### src/rtl/bcd_add_defs.svh
`ifndef BCD_ADD_DEFS_SVH
`define BCD_ADD_DEFS_SVH

////////////////////////////////////////////////////////////
// Operand size.
////////////////////////////////////////////////////////////

// Decimal digits per operand, 1 to 4.
`define BCD_DIGITS 2

// Bits in one operand, four per digit.
`define BCD_OP_W (4 * `BCD_DIGITS)

// Digits in the sum.
// One extra digit holds the final carry.
`define BCD_SUM_DIGITS (`BCD_DIGITS + 1)

`endif
### src/rtl/bcd_add_pkg.sv
package bcd_add_pkg;

	////////////////////////////////////////////////////////////
	// Encodings.
	////////////////////////////////////////////////////////////

	// Controller FSM states.
	typedef enum logic [2:0] {
		ST_INIT,
		ST_LOAD_A,
		ST_DISPLAY_A,
		ST_LOAD_B,
		ST_DISPLAY_B,
		ST_DISPLAY_LS,
		ST_DISPLAY_MS
	} ctrl_state_e;

	// Source of the value on the display.
	typedef enum logic [2:0] {
		SRC_NONE,
		SRC_A,
		SRC_B,
		SRC_SUM_LS,
		SRC_SUM_MS
	} disp_src_e;

	////////////////////////////////////////////////////////////
	// Flag groups.
	////////////////////////////////////////////////////////////

	// User buttons, plain levels.
	typedef struct packed {
		logic load_a;
		logic load_b;
		logic display_ls;
		logic display_ms;
	} user_req_t;

	// Controller to datapath commands.
	typedef struct packed {
		logic load_a;
		logic load_b;
		logic display_a;
		logic display_b;
		logic display_ls;
		logic display_ms;
	} dp_cmd_t;

	// Datapath acknowledges, one per command.
	typedef struct packed {
		logic load_a;
		logic load_b;
		logic display_a;
		logic display_b;
		logic display_ls;
		logic display_ms;
	} dp_ack_t;

endpackage

### src/rtl/bcd_add_top.sv
`timescale 1ns/100ps
`include "bcd_add_defs.svh"

module bcd_add_top (
	input  logic                   CLK,
	input  logic                   arst_n,
	input  bcd_add_pkg::user_req_t req,
	input  logic [`BCD_OP_W-1:0]   sw_value,
	output logic [`BCD_OP_W-1:0]   disp_value,
	output bcd_add_pkg::disp_src_e disp_src,
	output logic                   operand_invalid
);

	////////////////////////////////////////////////////////////
	// Internal handshake.
	////////////////////////////////////////////////////////////

	// Command levels to the datapath.
	bcd_add_pkg::dp_cmd_t cmd;

	// Acknowledge levels back to the controller.
	bcd_add_pkg::dp_ack_t ack;

	// Sequencing FSM.
	bcd_add_controller u_controller (
		.CLK    (CLK),
		.arst_n (arst_n),
		.req    (req),
		.ack    (ack),
		.cmd    (cmd)
	);

	// Operands, adder chain and display.
	bcd_add_datapath u_datapath (
		.CLK             (CLK),
		.arst_n          (arst_n),
		.cmd             (cmd),
		.sw_value        (sw_value),
		.ack             (ack),
		.disp_value      (disp_value),
		.disp_src        (disp_src),
		.operand_invalid (operand_invalid)
	);

endmodule

### src/rtl/bcd_add_datapath.sv
`timescale 1ns/100ps
`include "bcd_add_defs.svh"

module bcd_add_datapath (
	input  logic                   CLK,
	input  logic                   arst_n,
	input  bcd_add_pkg::dp_cmd_t   cmd,
	input  logic [`BCD_OP_W-1:0]   sw_value,
	output bcd_add_pkg::dp_ack_t   ack,
	output logic [`BCD_OP_W-1:0]   disp_value,
	output bcd_add_pkg::disp_src_e disp_src,
	output logic                   operand_invalid
);

	localparam int OP_W  = `BCD_OP_W;
	localparam int SUM_W = 4 * `BCD_SUM_DIGITS;

	// Operand registers.
	logic [OP_W-1:0] op_a;
	logic [OP_W-1:0] op_b;

	// Digit carry chain, bit 0 is the chain input.
	logic [`BCD_DIGITS:0] carry;

	// Sum digits and halves.
	logic [OP_W-1:0]  sum_low;
	logic [SUM_W-1:0] sum_full;
	logic [OP_W-1:0]  sum_ms;

	// Switch value holds a digit above nine.
	logic sw_bad;

	// Any digit of the value above nine.
	function automatic logic has_bad_digit(input logic [OP_W-1:0] value);
		logic bad;
		bad = 1'b0;
		for (int i = 0; i < `BCD_DIGITS; i++) begin
			if (value[4*i +: 4] > 4'd9) begin
				bad = 1'b1;
			end
		end
		return bad;
	endfunction

	////////////////////////////////////////////////////////////
	// Adder chain.
	////////////////////////////////////////////////////////////

	assign carry[0] = 1'b0;

	// Ripple from the least significant digit.
	for (genvar g = 0; g < `BCD_DIGITS; g++) begin : g_digit
		bcd_digit_adder u_digit (
			.a         (op_a[4*g +: 4]),
			.b         (op_b[4*g +: 4]),
			.carry_in  (carry[g]),
			.sum       (sum_low[4*g +: 4]),
			.carry_out (carry[g+1])
		);
	end

	// Final carry becomes the top digit.
	assign sum_full = {3'b000, carry[`BCD_DIGITS], sum_low};

	// Upper digits right-aligned, zero-filled.
	assign sum_ms = OP_W'(sum_full >> OP_W);

	assign sw_bad = has_bad_digit(sw_value);

	////////////////////////////////////////////////////////////
	// Registers.
	////////////////////////////////////////////////////////////

	// Operands follow the load commands.
	always_ff @(posedge CLK) begin
		if (cmd.load_a) begin
			op_a <= sw_value;
		end
		if (cmd.load_b) begin
			op_b <= sw_value;
		end
	end

	always_ff @(posedge CLK or negedge arst_n) begin
		if (!arst_n) begin
			ack             <= '0;
			disp_value      <= '0;
			disp_src        <= bcd_add_pkg::SRC_NONE;
			operand_invalid <= 1'b0;
		end else begin
			// Ack is the command one cycle late.
			ack <= cmd;

			// Controller raises at most one display command.
			if (cmd.display_a) begin
				disp_value <= op_a;
				disp_src   <= bcd_add_pkg::SRC_A;
			end else if (cmd.display_b) begin
				disp_value <= op_b;
				disp_src   <= bcd_add_pkg::SRC_B;
			end else if (cmd.display_ls) begin
				disp_value <= sum_low;
				disp_src   <= bcd_add_pkg::SRC_SUM_LS;
			end else if (cmd.display_ms) begin
				disp_value <= sum_ms;
				disp_src   <= bcd_add_pkg::SRC_SUM_MS;
			end

			// Sticky until reset.
			if ((cmd.load_a || cmd.load_b) && sw_bad) begin
				operand_invalid <= 1'b1;
			end
		end
	end

endmodule

### src/rtl/bcd_add_controller.sv
`timescale 1ns/100ps

module bcd_add_controller (
	input  logic                   CLK,
	input  logic                   arst_n,
	input  bcd_add_pkg::user_req_t req,
	input  bcd_add_pkg::dp_ack_t   ack,
	output bcd_add_pkg::dp_cmd_t   cmd
);

	// Current FSM state.
	bcd_add_pkg::ctrl_state_e state;

	////////////////////////////////////////////////////////////
	// Button decode.
	////////////////////////////////////////////////////////////

	// Next state from the buttons after a display ack.
	// Priority is display_ms, display_ls, load_b, load_a.
	// No button keeps the current state.
	function automatic bcd_add_pkg::ctrl_state_e button_next(
		input bcd_add_pkg::user_req_t     buttons,
		input bcd_add_pkg::ctrl_state_e   current
	);
		bcd_add_pkg::ctrl_state_e nxt;
		nxt = current;
		if (buttons.display_ms) begin
			nxt = bcd_add_pkg::ST_DISPLAY_MS;
		end else if (buttons.display_ls) begin
			nxt = bcd_add_pkg::ST_DISPLAY_LS;
		end else if (buttons.load_b) begin
			nxt = bcd_add_pkg::ST_LOAD_B;
		end else if (buttons.load_a) begin
			nxt = bcd_add_pkg::ST_LOAD_A;
		end
		return nxt;
	endfunction

	////////////////////////////////////////////////////////////
	// Sequencing FSM.
	////////////////////////////////////////////////////////////

	always_ff @(posedge CLK or negedge arst_n) begin
		if (!arst_n) begin
			state <= bcd_add_pkg::ST_INIT;
			cmd   <= '0;
		end else begin
			// One command field per state.
			// Everything else low by default.
			cmd <= '0;
			case (state)
				bcd_add_pkg::ST_INIT: begin
					// Single clear-all cycle.
					state <= bcd_add_pkg::ST_LOAD_A;
				end

				bcd_add_pkg::ST_LOAD_A: begin
					// Hold load until the datapath answers.
					cmd.load_a <= 1'b1;
					if (ack.load_a) begin
						state <= bcd_add_pkg::ST_DISPLAY_A;
					end
				end

				bcd_add_pkg::ST_DISPLAY_A: begin
					// Show A, then drop the command for a cycle.
					if (ack.display_a) begin
						state <= button_next(req, state);
					end else begin
						cmd.display_a <= 1'b1;
					end
				end

				bcd_add_pkg::ST_LOAD_B: begin
					cmd.load_b <= 1'b1;
					if (ack.load_b) begin
						state <= bcd_add_pkg::ST_DISPLAY_B;
					end
				end

				bcd_add_pkg::ST_DISPLAY_B: begin
					if (ack.display_b) begin
						state <= button_next(req, state);
					end else begin
						cmd.display_b <= 1'b1;
					end
				end

				bcd_add_pkg::ST_DISPLAY_LS: begin
					// Low half of the sum.
					if (ack.display_ls) begin
						state <= button_next(req, state);
					end else begin
						cmd.display_ls <= 1'b1;
					end
				end

				bcd_add_pkg::ST_DISPLAY_MS: begin
					// High half of the sum.
					if (ack.display_ms) begin
						state <= button_next(req, state);
					end else begin
						cmd.display_ms <= 1'b1;
					end
				end

				default: begin
					// Unused code, restart.
					state <= bcd_add_pkg::ST_INIT;
				end
			endcase
		end
	end

endmodule

### src/rtl/bcd_digit_adder.sv
`timescale 1ns/100ps

module bcd_digit_adder (
	input  logic [3:0] a,
	input  logic [3:0] b,
	input  logic       carry_in,
	output logic [3:0] sum,
	output logic       carry_out
);

	// Raw binary sum, at most 9 + 9 + 1 = 19.
	logic [4:0] bin_sum;

	// Result digit after the decimal correction.
	logic [3:0] adj_sum;

	// Plain binary addition of both digits and the carry.
	assign bin_sum = {1'b0, a} + {1'b0, b} + {4'b0000, carry_in};

	////////////////////////////////////////////////////////////
	// Decimal correction.
	////////////////////////////////////////////////////////////

	always_comb begin
		if (bin_sum > 5'd9) begin
			// Skip the six unused codes 10 to 15.
			// The sixteen wraps into carry_out.
			adj_sum   = bin_sum[3:0] + 4'd6;
			carry_out = 1'b1;
		end else begin
			// Already a valid digit.
			adj_sum   = bin_sum[3:0];
			carry_out = 1'b0;
		end
	end

	// Corrected result digit.
	assign sum = adj_sum;

endmodule

### config.mk
export PLATFORM = sky130hd
export DESIGN_NAME = bcd_add_top
export DESIGN_NICKNAME = d
export VERILOG_FILES = /design/src/rtl/bcd_add_pkg.sv /design/src/rtl/bcd_add_top.sv /design/src/rtl/bcd_add_datapath.sv /design/src/rtl/bcd_add_controller.sv /design/src/rtl/bcd_digit_adder.sv
export VERILOG_INCLUDE_DIRS = /design/src /design/src/rtl
export SDC_FILE = /design/constraint.sdc
export NUM_CORES = 1
export LEC_CHECK = 0
export BUFFER_PORTS_ARGS = -buffer_cell sky130_fd_sc_hd__clkbuf_2
export CAP_MARGIN = 40
export CORE_MARGIN = 2
export CORE_UTILIZATION = 30
export CTS_CLUSTER_DIAMETER = 30
export DETAILED_ROUTE_END_ITERATION = 10
export GPL_TIMING_DRIVEN = 0
export PLACE_DENSITY_LB_ADDON = 0.1
export SYNTH_ARGS = -nofsm -noshare
export SYNTH_HDL_FRONTEND = slang
export SYNTH_SLANG_ARGS = --single-unit
export TNS_END_PERCENT = 100
### constraint.sdc
create_clock -name CLK -period 3.46 [get_ports CLK]
set_input_delay 0.692 -clock CLK [delete_from_list [all_inputs] [get_ports CLK]]
set_output_delay 0.692 -clock CLK [all_outputs]
set_load 0.005 [all_outputs]
### Yosys cells after proc, flatten, opt, wreduce, memory -nomap -nowiden

Cells that the tools add are included.

| word-level totals | value |
|---|---|
| output and inout port bits | 12 |
| word-level logic and storage cells | 79 |
| input port bits | 14 |
| flip-flop bits (word level) | 43 |

| cells by class | value |
|---|---|
| add/sub/neg operators | 5 |
| equality and inequality tests | 12 |
| mux-type cells | 35 |
| reduce and logical (&&, ||, !) cells | 5 |
| order comparisons | 4 |

Operators by type and width:

| operator | count |
|---|---|
| $mux W3 | 14 |
| $mux W8 | 4 |
| $pmux W3 S7 | 1 |
| $mux W1 | 14 |
| $ne A2 B1 Y1 const B | 6 |
| $add A4 B4 Y5 | 2 |
| $gt A5 B4 Y1 const B | 2 |
| $eq A3 B3 Y1 const B | 3 |
| $add A4 B3 Y4 const B | 2 |
| $gt A4 B4 Y1 const B | 2 |
| $mux W4 | 2 |
| $eq A3 B2 Y1 const B | 2 |
| $reduce_and A6 Y1 | 1 |
| $add A5 B1 Y5 | 1 |
| $reduce_bool A4 Y1 | 1 |
| $eq A3 B1 Y1 const B | 1 |
| $logic_not A3 Y1 | 1 |
| $logic_and A1 B1 Y1 | 1 |
| $logic_or A1 B1 Y1 | 1 |

### Longest topological paths before layout

Gate-level depths: netlist of the first run.

| logic depth | value |
|---|---|
| depth after elaboration | 10 |
| gate-level depth with buffers | 17 |

### By module

Synthesis of the first run repeated with hierarchy kept, for this count alone.

| unflattened totals | value |
|---|---|
| cells, all modules | 185 |
| area total of the unflattened synthesis | 2188.3 µm² |

Modules (own cells, without submodules):

| module | area each (µm²) | instances | cells an instance |
|---|---|---|---|
| bcd_add_datapath | 1278.7 | 1 | 89 |
| bcd_add_controller | 480.5 | 1 | 51 |
| bcd_digit_adder at u_datapath.g_digit[1].u_digit | 217.7 | 1 | 23 |
| bcd_digit_adder at u_datapath.g_digit[0].u_digit | 211.5 | 1 | 22 |

### Least setup slack after synthesis of the first run

No wires, ideal clock.

| timing path | value |
|---|---|
| path type | register to register |
| start | register u_datapath.op_a[0] |
| end | register u_datapath.disp_value[5] |
| buffers on the path | 0 |
| stages on the path, launching flop included | 17 |
| setup time | 0.128 ns |
| path slack | -0.187 ns |
| data arrival time | 3.519 ns |
| cell sequence | edfxtp_1 -> ha_1 -> inv_1 -> fa_1 -> xor2_2 -> nand2_1 -> a21oi_1 -> fa_1 -> inv_1 -> fa_1 -> xnor2_1 -> ha_1 -> a22o_1 -> o31a_4 -> xnor2_1 -> a221oi_1 -> o21ai_1 |

| between the ends | value |
|---|---|
| longest elaborated chain between the ends | 9 |

RTL lines:

| element | RTL line | text |
|---|---|---|
| start, declared | bcd_add_datapath.sv:19 | `logic [OP_W-1:0] op_a;` |
| start signal, assigned | bcd_add_datapath.sv:77 | `op_a <= sw_value;` |
| $add A4 B4 Y5 (*) | bcd_digit_adder.sv:18 | `assign bin_sum = {1'b0, a} + {1'b0, b} + {4'b0000, carry_in};` |
| $gt A5 B4 Y1 (*) | bcd_digit_adder.sv:25 | `if (bin_sum > 5'd9) begin` |
| $mux W1 (*) | bcd_digit_adder.sv:25 |  |
| $add A5 B1 Y5 (*) | bcd_digit_adder.sv:18 |  |
| $add A4 B3 Y4 / $gt A5 B4 Y1 (equally long branches) | bcd_digit_adder.sv:28, bcd_digit_adder.sv:25 |  |
| $mux W4 (*) | bcd_digit_adder.sv:25 |  |
| $mux W8 (*) | bcd_add_datapath.sv:101 | `end else if (cmd.display_ls) begin` |
| $mux W8 (*) | bcd_add_datapath.sv:98 | `end else if (cmd.display_b) begin` |
| $mux W8 (*) | bcd_add_datapath.sv:95 | `if (cmd.display_a) begin` |
| end signal, assigned | bcd_add_datapath.sv:96 | `disp_value <= op_a;` |
| end signal, assigned | bcd_add_datapath.sv:99 | `disp_value <= op_b;` |
| end signal, assigned | bcd_add_datapath.sv:102 | `disp_value <= sum_low;` |
| end, declared | bcd_add_datapath.sv:10 | `` output logic [`BCD_OP_W-1:0] disp_value, `` |

Every way passes the cells marked *; elsewhere a longest branch is shown, timed or not.
A chain may end at the register's enable or synchronous reset.

### Final worst setup path of the first run

| timing path | value |
|---|---|
| start | register u_datapath.op_b[0] |
| end | register u_datapath.disp_value[0] |

| between the ends | value |
|---|---|
| longest elaborated chain between the ends | 10 |

RTL lines:

| element | RTL line | text |
|---|---|---|
| start, declared | bcd_add_datapath.sv:20 | `logic [OP_W-1:0] op_b;` |
| start signal, assigned | bcd_add_datapath.sv:80 | `op_b <= sw_value;` |
| $add A4 B4 Y5 | bcd_digit_adder.sv:18 |  |
| $gt A5 B4 Y1 | bcd_digit_adder.sv:25 |  |
| $mux W1 | bcd_digit_adder.sv:25 |  |
| $add A5 B1 Y5 | bcd_digit_adder.sv:18 |  |
| $gt A5 B4 Y1 | bcd_digit_adder.sv:25 |  |
| $mux W1 | bcd_digit_adder.sv:25 |  |
| $mux W8 | bcd_add_datapath.sv:104 | `end else if (cmd.display_ms) begin` |
| $mux W8 | bcd_add_datapath.sv:101 |  |
| $mux W8 (*) | bcd_add_datapath.sv:98 |  |
| $mux W8 (*) | bcd_add_datapath.sv:95 |  |

Every way passes the cells marked *; elsewhere a longest branch is shown, timed or not. The select of a mux whose other input is x is not followed.

==> flow_metrics.py, run 1 <==
metrics = {
    "run_status": {
        "run_status": "finished with violations",
        "violations": "setup timing",
    },
    "clocking": {
        "cts-root-buf": "clkbuf_8",
        "cts_sinks": 43,
        "htreeDepth": 2,
        "clk_latency_ps": 290,
        "cts_tree": "built",
        "clk_pin_slew_ps": 80,
        "hold_buffers": 0,
        "numCtsBuffers": 5,
        "cts_buffer_depth": 2,
    },
    "route": {
        "drt_iter0_drc": 76,
        "firstDrtPassIters": 4,
        "ant_nets": 0,
        "wl_per_cell_um": 15.0,
        "drt-total-wl_mm": 5.04,
        "vias_per_cell": 4.70,
        "vias": 1573,
        "drcViolationCount": 0,
    },
    "critical_path": {
        "critical_path_peak_fanout": 3,
        "r2r-start": "u_datapath.op_b[0]$_DFFE_PP_",
        "cp.required_ps": 3680,
        "slowest_delay_ps": 540,
        "path_cells": "ha_4 -> inv_2 -> fa_2 -> nor2b_1 -> o21ai_1 -> nand2b_1 -> a21oi_4 -> fa_2 -> inv_2 -> fa_2 -> inv_2 -> ha_4 -> a22o_1 -> o31a_4 -> buf_6 -> o311a_1 -> nor2_1",
        "rrSetupSlack_ps": -180,
        "path_class": "reg -> reg",
        "crit_cells": 17,
        "critPathTopFamily": "adder cells",
        "r2r-end": "u_datapath.disp_value[0]$_DFFE_PN0P_",
        "cp-end-kind": "flip-flop",
        "startpoint_type": "flip-flop",
        "crit_end": "u_datapath.disp_value[0]$_DFFE_PN0P_",
        "worst-r2r-cell-count": 17,
        "critPathBufInv": 4,
        "slowest_stage": "fa_2",
        "crit_start": "u_datapath.op_b[0]$_DFFE_PP_",
        "worst_ep_arrival_time_ps": 3870,
    },
    "logic_synthesis": {
        "synth_area_mm2": 0.00211,
        "synthFlopType": "dfrtp_1",
        "syn-num-nets": 215,
        "synth_warnings": 0,
        "synth_edf_count": 16,
        "avgSynthCellArea_um2": 11.2,
        "seq_area_frac_synth_pct": 54.7,
        "syn-instance-count": 189,
        "ys_ff_latch": 43,
        "ys_types": 48,
        "ys_async_sr_fraction_pct": 62.8,
    },
    "global_routing": {
        "grt_pass1_vias": 1673,
        "grt_max_degree": 28,
        "grt_overflow_total": 0,
        "grt_pass1_wl_mm": 8.58,
        "grt_use_total_pct": 14.9,
        "antenna_found_initial": 0,
    },
    "sta": {
        "finalSetupTns_ps": -463,
        "period_needed_ps": 3640,
        "max_slew.worst_pin.slew_ps": 719,
        "rsz0062_at_grt": "true",
        "hold_viol": 0,
        "slew_viol_final": 0,
        "post-route-period-util_pct": 105,
        "finalWorstSetupSlack_ps": -181,
        "clock_skew_ps": 5.75,
        "setup_viol": 3,
        "slew_headroom_pct": 52.1,
        "fmax_mhz": 275,
        "whs_ps": 419,
    },
    "finish": {
        "final.fill_count": 691,
        "postLayoutCoreUtil_pct": 40.3,
        "syn2layout_area_growth_pct": 29.3,
        "seq_area_mm2": 0.00116,
        "drive_above_1_share_pct": 32.6,
        "nets": 264,
        "multi_input_area_mm2": 0.00105,
        "antenna_cells": 0,
    },
    "power_and_ir_drop": {
        "cellPowerDensity_mw_per_mm2": 973,
        "max-vdd-ir-drop_uv": 327,
        "finalPower_mw": 2.66,
        "p_leak_nw": 1.17,
    },
    "min_path": {
        "hold_class": "reg -> reg",
    },
    "floorplan": {
        "initial_utilization_pct": 31.1,
        "core_mm2": 0.00679,
        "die-area_mm2": 0.00774,
        "fp-row-count": 30,
        "die_h_um": 88.0,
        "io_pins": 26,
        "die_w_um": 88.0,
    },
    "job": {
        "max_cap_viol_count": 0,
    },
    "place": {
        "port_buffers": 25,
        "place.detailed.hpwl_mm": 3.39,
        "post-place-ws_ps": -409,
        "gp_congestion": 0.829,
    },
}
cells in the mapped netlist (2+ instances only):
| master | count | area, um2 |
|---|---|---|
| o22ai_1 | 2 | 12.5 |
| a221oi_1 | 2 | 17.5 |
| fa_1 | 3 | 60.1 |
| a21oi_1 | 14 | 70.1 |
| inv_1 | 10 | 37.5 |
| o21ai_0 | 17 | 85.1 |
| clkbuf_1 | 3 | 11.3 |
| or2_2 | 3 | 18.8 |
| nand2b_1 | 4 | 25.0 |
| a222oi_1 | 2 | 20.0 |
| mux2i_1 | 2 | 20.0 |
| ha_1 | 9 | 113 |
| edfxtp_1 | 16 | 480 |
| xnor2_1 | 3 | 26.3 |
| dfrtp_1 | 27 | 676 |
| nand3_1 | 2 | 10.0 |
| nor3_1 | 6 | 30.0 |
| nand2_1 | 10 | 37.5 |
| nor2_1 | 19 | 71.3 |
| nor3b_1 | 2 | 15.0 |
| nor2b_1 | 6 | 37.5 |
flip-flops by register name, summed over array words and instances, names as in the netlist:
name,count
u_controller.cmd,6
u_controller.state,3
u_datapath.ack,6
u_datapath.disp_src,3
u_datapath.disp_value,8
u_datapath.op_a,8
u_datapath.op_b,8
u_datapath.operand_invalid,1
kinds of logic after synthesis:
family	share of synthesized area (%)
xor gates and xnor gates	2.43
adders and majority gates	8.17
and+or+nand+nor	14.1
buffers and inverters	2.54
muxes	1.66
AOI/OAI and AO/OA	16.4
DFF	54.7
per-layer routing:
layer	wire length, um	up-vias	part of all wire, %	GRT usage, %
met5	0	-	0	0
met3	157	11	3.1	2.92
met4	101	0	2.0	4.20
li1	-	779	-	-
met1	2380	754	47	20.0
met2	2400	29	48	24.7
area by class of cell:
type                       count  area share, %
inverter                      10           1.37
timing repair buffer          42           9.52
buffer                         4          0.595
sequential                    43           42.3
tap                           96           4.39
clock inverter                 1          0.183
clock buffer                   7           3.16
multi-input combinational    132           38.5
through the flow:
step	area, um2	instances
after floorplan	2140	189
after global placement	2380	310
after detailed placement	2400	311
after CTS	2720	340
after global routing	2740	335
final	2740	335
worst min-delay path by stage:
stage,cells after the start,slack (ps),from,endpoint
floorplan,0,370,u_controller.cmd[3]$_DFF_PN0_,u_datapath.ack[3]$_DFF_PN0_
global placement,0,390,u_controller.cmd[3]$_DFF_PN0_,u_datapath.ack[3]$_DFF_PN0_
detailed placement,0,400,u_controller.cmd[3]$_DFF_PN0_,u_datapath.ack[3]$_DFF_PN0_
CTS,0,430,u_controller.cmd[3]$_DFF_PN0_,u_datapath.ack[3]$_DFF_PN0_
global route,0,440,u_controller.cmd[3]$_DFF_PN0_,u_datapath.ack[3]$_DFF_PN0_
finish,0,420,u_controller.cmd[3]$_DFF_PN0_,u_datapath.ack[3]$_DFF_PN0_
power breakdown:
| part | internal (mW) | total, mW | switching (mW) |
|---|---|---|---|
| Combinational | 0.723 | 1.46 | 0.732 |
| Clock | 0.161 | 0.327 | 0.166 |
| Sequential | 0.718 | 0.878 | 0.160 |
| Total | 1.60 | 2.66 | 1.06 |
repair_timing:
item	in CTS	in global routing
setup endpoints to repair	4	6
buffers inserted	21	1
resized for setup	18	11
pin swaps	15	13
cells in the final DEF (no fill, tap or decap), drive strengths merged, types with 4 or more instances in the layout:
| cell type | Yosys | layout |
|---|---|---|
| buf | 1 | 18 |
| edfxtp | 16 | 16 |
| o21ai | 19 | 19 |
| a21oi | 15 | 15 |
| nor2b | 6 | 6 |
| nand2 | 10 | 10 |
| nor2 | 19 | 19 |
| clkbuf | 3 | 35 |
| inv | 10 | 10 |
| dfrtp | 27 | 27 |
| ha | 9 | 9 |
| nand2b | 4 | 4 |
| nor3 | 6 | 6 |
No activity file was read; power rests on OpenSTA's default activity.
==> inputs of run 2 (changes only) <==
- CORE_MARGIN: 2 -> 1
- CORE_UTILIZATION: 30 -> 49
- TNS_END_PERCENT: 100 -> default
==> flow_metrics.py, run 2 (synthesis results as in run 1) <==
metrics = {
    "place": {
        "place.detailed.hpwl_mm": 3.28,
        "port_buffers": 25,
        "gp_congestion": 0.837,
        "postPlaceCellArea_mm2": 0.00233,
    },
    "sta": {
        "slew_viol_final": 0,
        "slew_headroom_pct": 51.3,
        "period_needed_ps": 3660,
        "rsz0062_at_grt": "true",
        "max_slew.worst_pin.slew_ps": 723,
        "whs_ps": 425,
        "clock_skew_ps": 4.41,
        "finalWorstSetupSlack_ps": -197,
        "hold_viol": 0,
        "fmax_mhz": 273,
        "post-route-period-util_pct": 106,
        "setup_viol": 3,
    },
    "finish": {
        "drive_above_1_share_pct": 28.8,
        "layout_commonest_cell": "dfrtp_1",
        "final.fill_count": 327,
        "antenna_cells": 0,
        "reg_top3": "u_datapath.disp_value: 8 flops, u_datapath.op_a: 8 flops, u_datapath.op_b: 8 flops",
        "postLayoutCoreUtil_pct": 62.9,
        "mostFrequentLayoutCells": "dfrtp_1, clkbuf_2, nor2_1",
        "syn2layout_area_growth_pct": 20.7,
        "stdcell_area_mm2": 0.00255,
        "nets": 258,
    },
    "global_routing": {
        "grt_pass1_vias": 1658,
        "grt_max_degree": 28,
        "antenna_found_initial": 0,
        "grt_pass1_wl_mm": 7.64,
        "grt_use_total_pct": 23.1,
        "grt_overflow_total": 0,
    },
    "clocking": {
        "clk_latency_ps": 280,
        "numCtsBuffers": 5,
        "cts_sinks": 43,
        "cts_buffer_depth": 2,
        "htreeDepth": 2,
        "cts_tree": "built",
        "clk_pin_slew_ps": 80,
        "cts-root-buf": "clkbuf_8",
        "hold_buffers": 0,
    },
    "job": {
        "max_cap_viol_count": 0,
    },
    "critical_path": {
        "critical_path_peak_fanout": 3,
        "critPathTopFamily": "adder cells",
        "cp.required_ps": 3630,
        "critPathBufInv": 3,
        "cp-end-kind": "flip-flop",
        "path_class": "reg -> reg",
        "slowest_stage": "fa_2",
        "path_cells": "ha_2 -> inv_2 -> fa_2 -> nor2b_1 -> o21ai_1 -> nand2b_1 -> a21oi_2 -> fa_2 -> inv_2 -> fa_2 -> inv_2 -> ha_4 -> a22o_1 -> o31a_4 -> xnor2_1 -> a221oi_1 -> o21ai_1",
        "slowest_delay_ps": 530,
        "startpoint_type": "flip-flop",
        "worst_ep_arrival_time_ps": 3830,
    },
    "power_and_ir_drop": {
        "seq_power_share_pct": 34.4,
        "p_leak_nw": 1.12,
        "switching_share_pct": 39.1,
        "max-vdd-ir-drop_uv": 383,
        "p_comb_share_pct": 50.9,
        "p_sw_uw": 991,
        "internal_power_mw": 1.55,
        "cellPowerDensity_mw_per_mm2": 994,
        "p_clk_share_pct": 14.7,
    },
    "route": {
        "firstDrtPassIters": 4,
        "vias": 1618,
        "drcViolationCount": 0,
        "ant_nets": 0,
        "wl_per_cell_um": 16.0,
        "drt_iter0_drc": 92,
        "vias_per_cell": 5.72,
        "drt-total-wl_mm": 4.53,
    },
    "floorplan": {
        "fp-row-count": 23,
        "initial_utilization_pct": 52.1,
        "die_w_um": 67.7,
        "core_mm2": 0.00406,
        "die-area_mm2": 0.00458,
        "die_h_um": 67.7,
        "io_pins": 26,
    },
    "run_status": {
        "violations": "setup timing",
        "run_status": "finished with violations",
    },
    "min_path": {
        "hold_class": "reg -> reg",
    },
}
## run 2: cell type report
| cell class | count | area (um2) | area share [%] |
|---|---|---|---|
| clock buffers | 5 | 68.8 | 2.70 |
| clock inverters | 3 | 38.8 | 1.52 |
| inverters | 10 | 37.5 | 1.47 |
| multi-input cells | 132 | 966 | 37.9 |
| flip-flops and latches | 43 | 1160 | 45.3 |
| plain buffers | 4 | 16.3 | 0.638 |
| well taps | 50 | 62.6 | 2.45 |
| repair buffers | 36 | 205 | 8.04 |
## run 2: per-layer routing
layer  routed length (um)  vias to the layer above  part of all wire (%)  track usage, %
li1                     -                      774                     -               -
met3                  178                        8                   3.9            5.57
met5                    0                        -                     0               0
met4                   68                        0                   1.5            8.78
met2                 2150                       46                    47            37.3
met1                 2130                      790                    47            29.8
## run 2: power by group through the flow
| stage | Clock [mW] | Combinational (mW) | Sequential, mW |
|---|---|---|---|
| 2_1_floorplan | 0 | 0.837 | 0.837 |
| 3_3_place_gp | 0 | 1.06 | 0.869 |
| 3_5_place_dp | 0 | 1.12 | 0.881 |
| 4_1_cts | 0.381 | 1.25 | 0.872 |
| 5_1_grt | 0.401 | 1.45 | 0.896 |
| 6_report | 0.374 | 1.29 | 0.871 |
## run 2: repair_timing
| item | CTS | global route |
|---|---|---|
| resized for setup | 9 | 2 |
| buffers inserted | 8 | 2 |
| cloned | 0 | 0 |
| pin swaps | 8 | 2 |
| endpoints found under the setup margin | 4 | 3 |
## run 2: path summary, 6_finish.rpt
check / end / slack, ps / cells after the start / start
worst max-delay path: u_datapath.disp_value[5]$_DFFE_PN0P_ / -200 / 17 / u_datapath.op_a[0]$_DFFE_PP_
worst min-delay path: u_datapath.ack[3]$_DFF_PN0_ / 420 / 0 / u_controller.cmd[3]$_DFF_PN0_
worst max register to register: u_datapath.disp_value[5]$_DFFE_PN0P_ / -200 / 17 / u_datapath.op_a[0]$_DFFE_PP_
worst min register to register: u_datapath.ack[3]$_DFF_PN0_ / 420 / 0 / u_controller.cmd[3]$_DFF_PN0_
max in group asynchronous: u_datapath.disp_value[4]$_DFFE_PN0P_ / 2580 / 1 / arst_n
min in group asynchronous: u_datapath.disp_src[0]$_DFFE_PN0P_ / 430 / 1 / arst_n
## run 2: worst reg2reg max path, stage by stage, from the launching register on
cell,delay (ps)
edfxtp_1,410
ha_2,210
inv_2,50
fa_2,250
nor2b_1,60
o21ai_1,180
nand2b_1,110
a21oi_2,180
fa_2,250
inv_2,40
fa_2,530
inv_2,50
ha_4,150
a22o_1,260
o31a_4,310
xnor2_1,140
a221oi_1,250
o21ai_1,90
## run 2: per-stage QoR
| step | TNS [ps] | setup slack, ps | std cells | power (mW) |
|---|---|---|---|---|
| after floorplan | -28.7 | -28.7 | 189 | 1.67 |
| after global placement | -523 | -249 | 264 | 1.92 |
| after detailed placement | -851 | -360 | 265 | 2.00 |
| after CTS | -317 | -161 | 281 | 2.50 |
| after global routing | -840 | -346 | 283 | 2.75 |
| final | -358 | -197 | 283 | 2.54 |
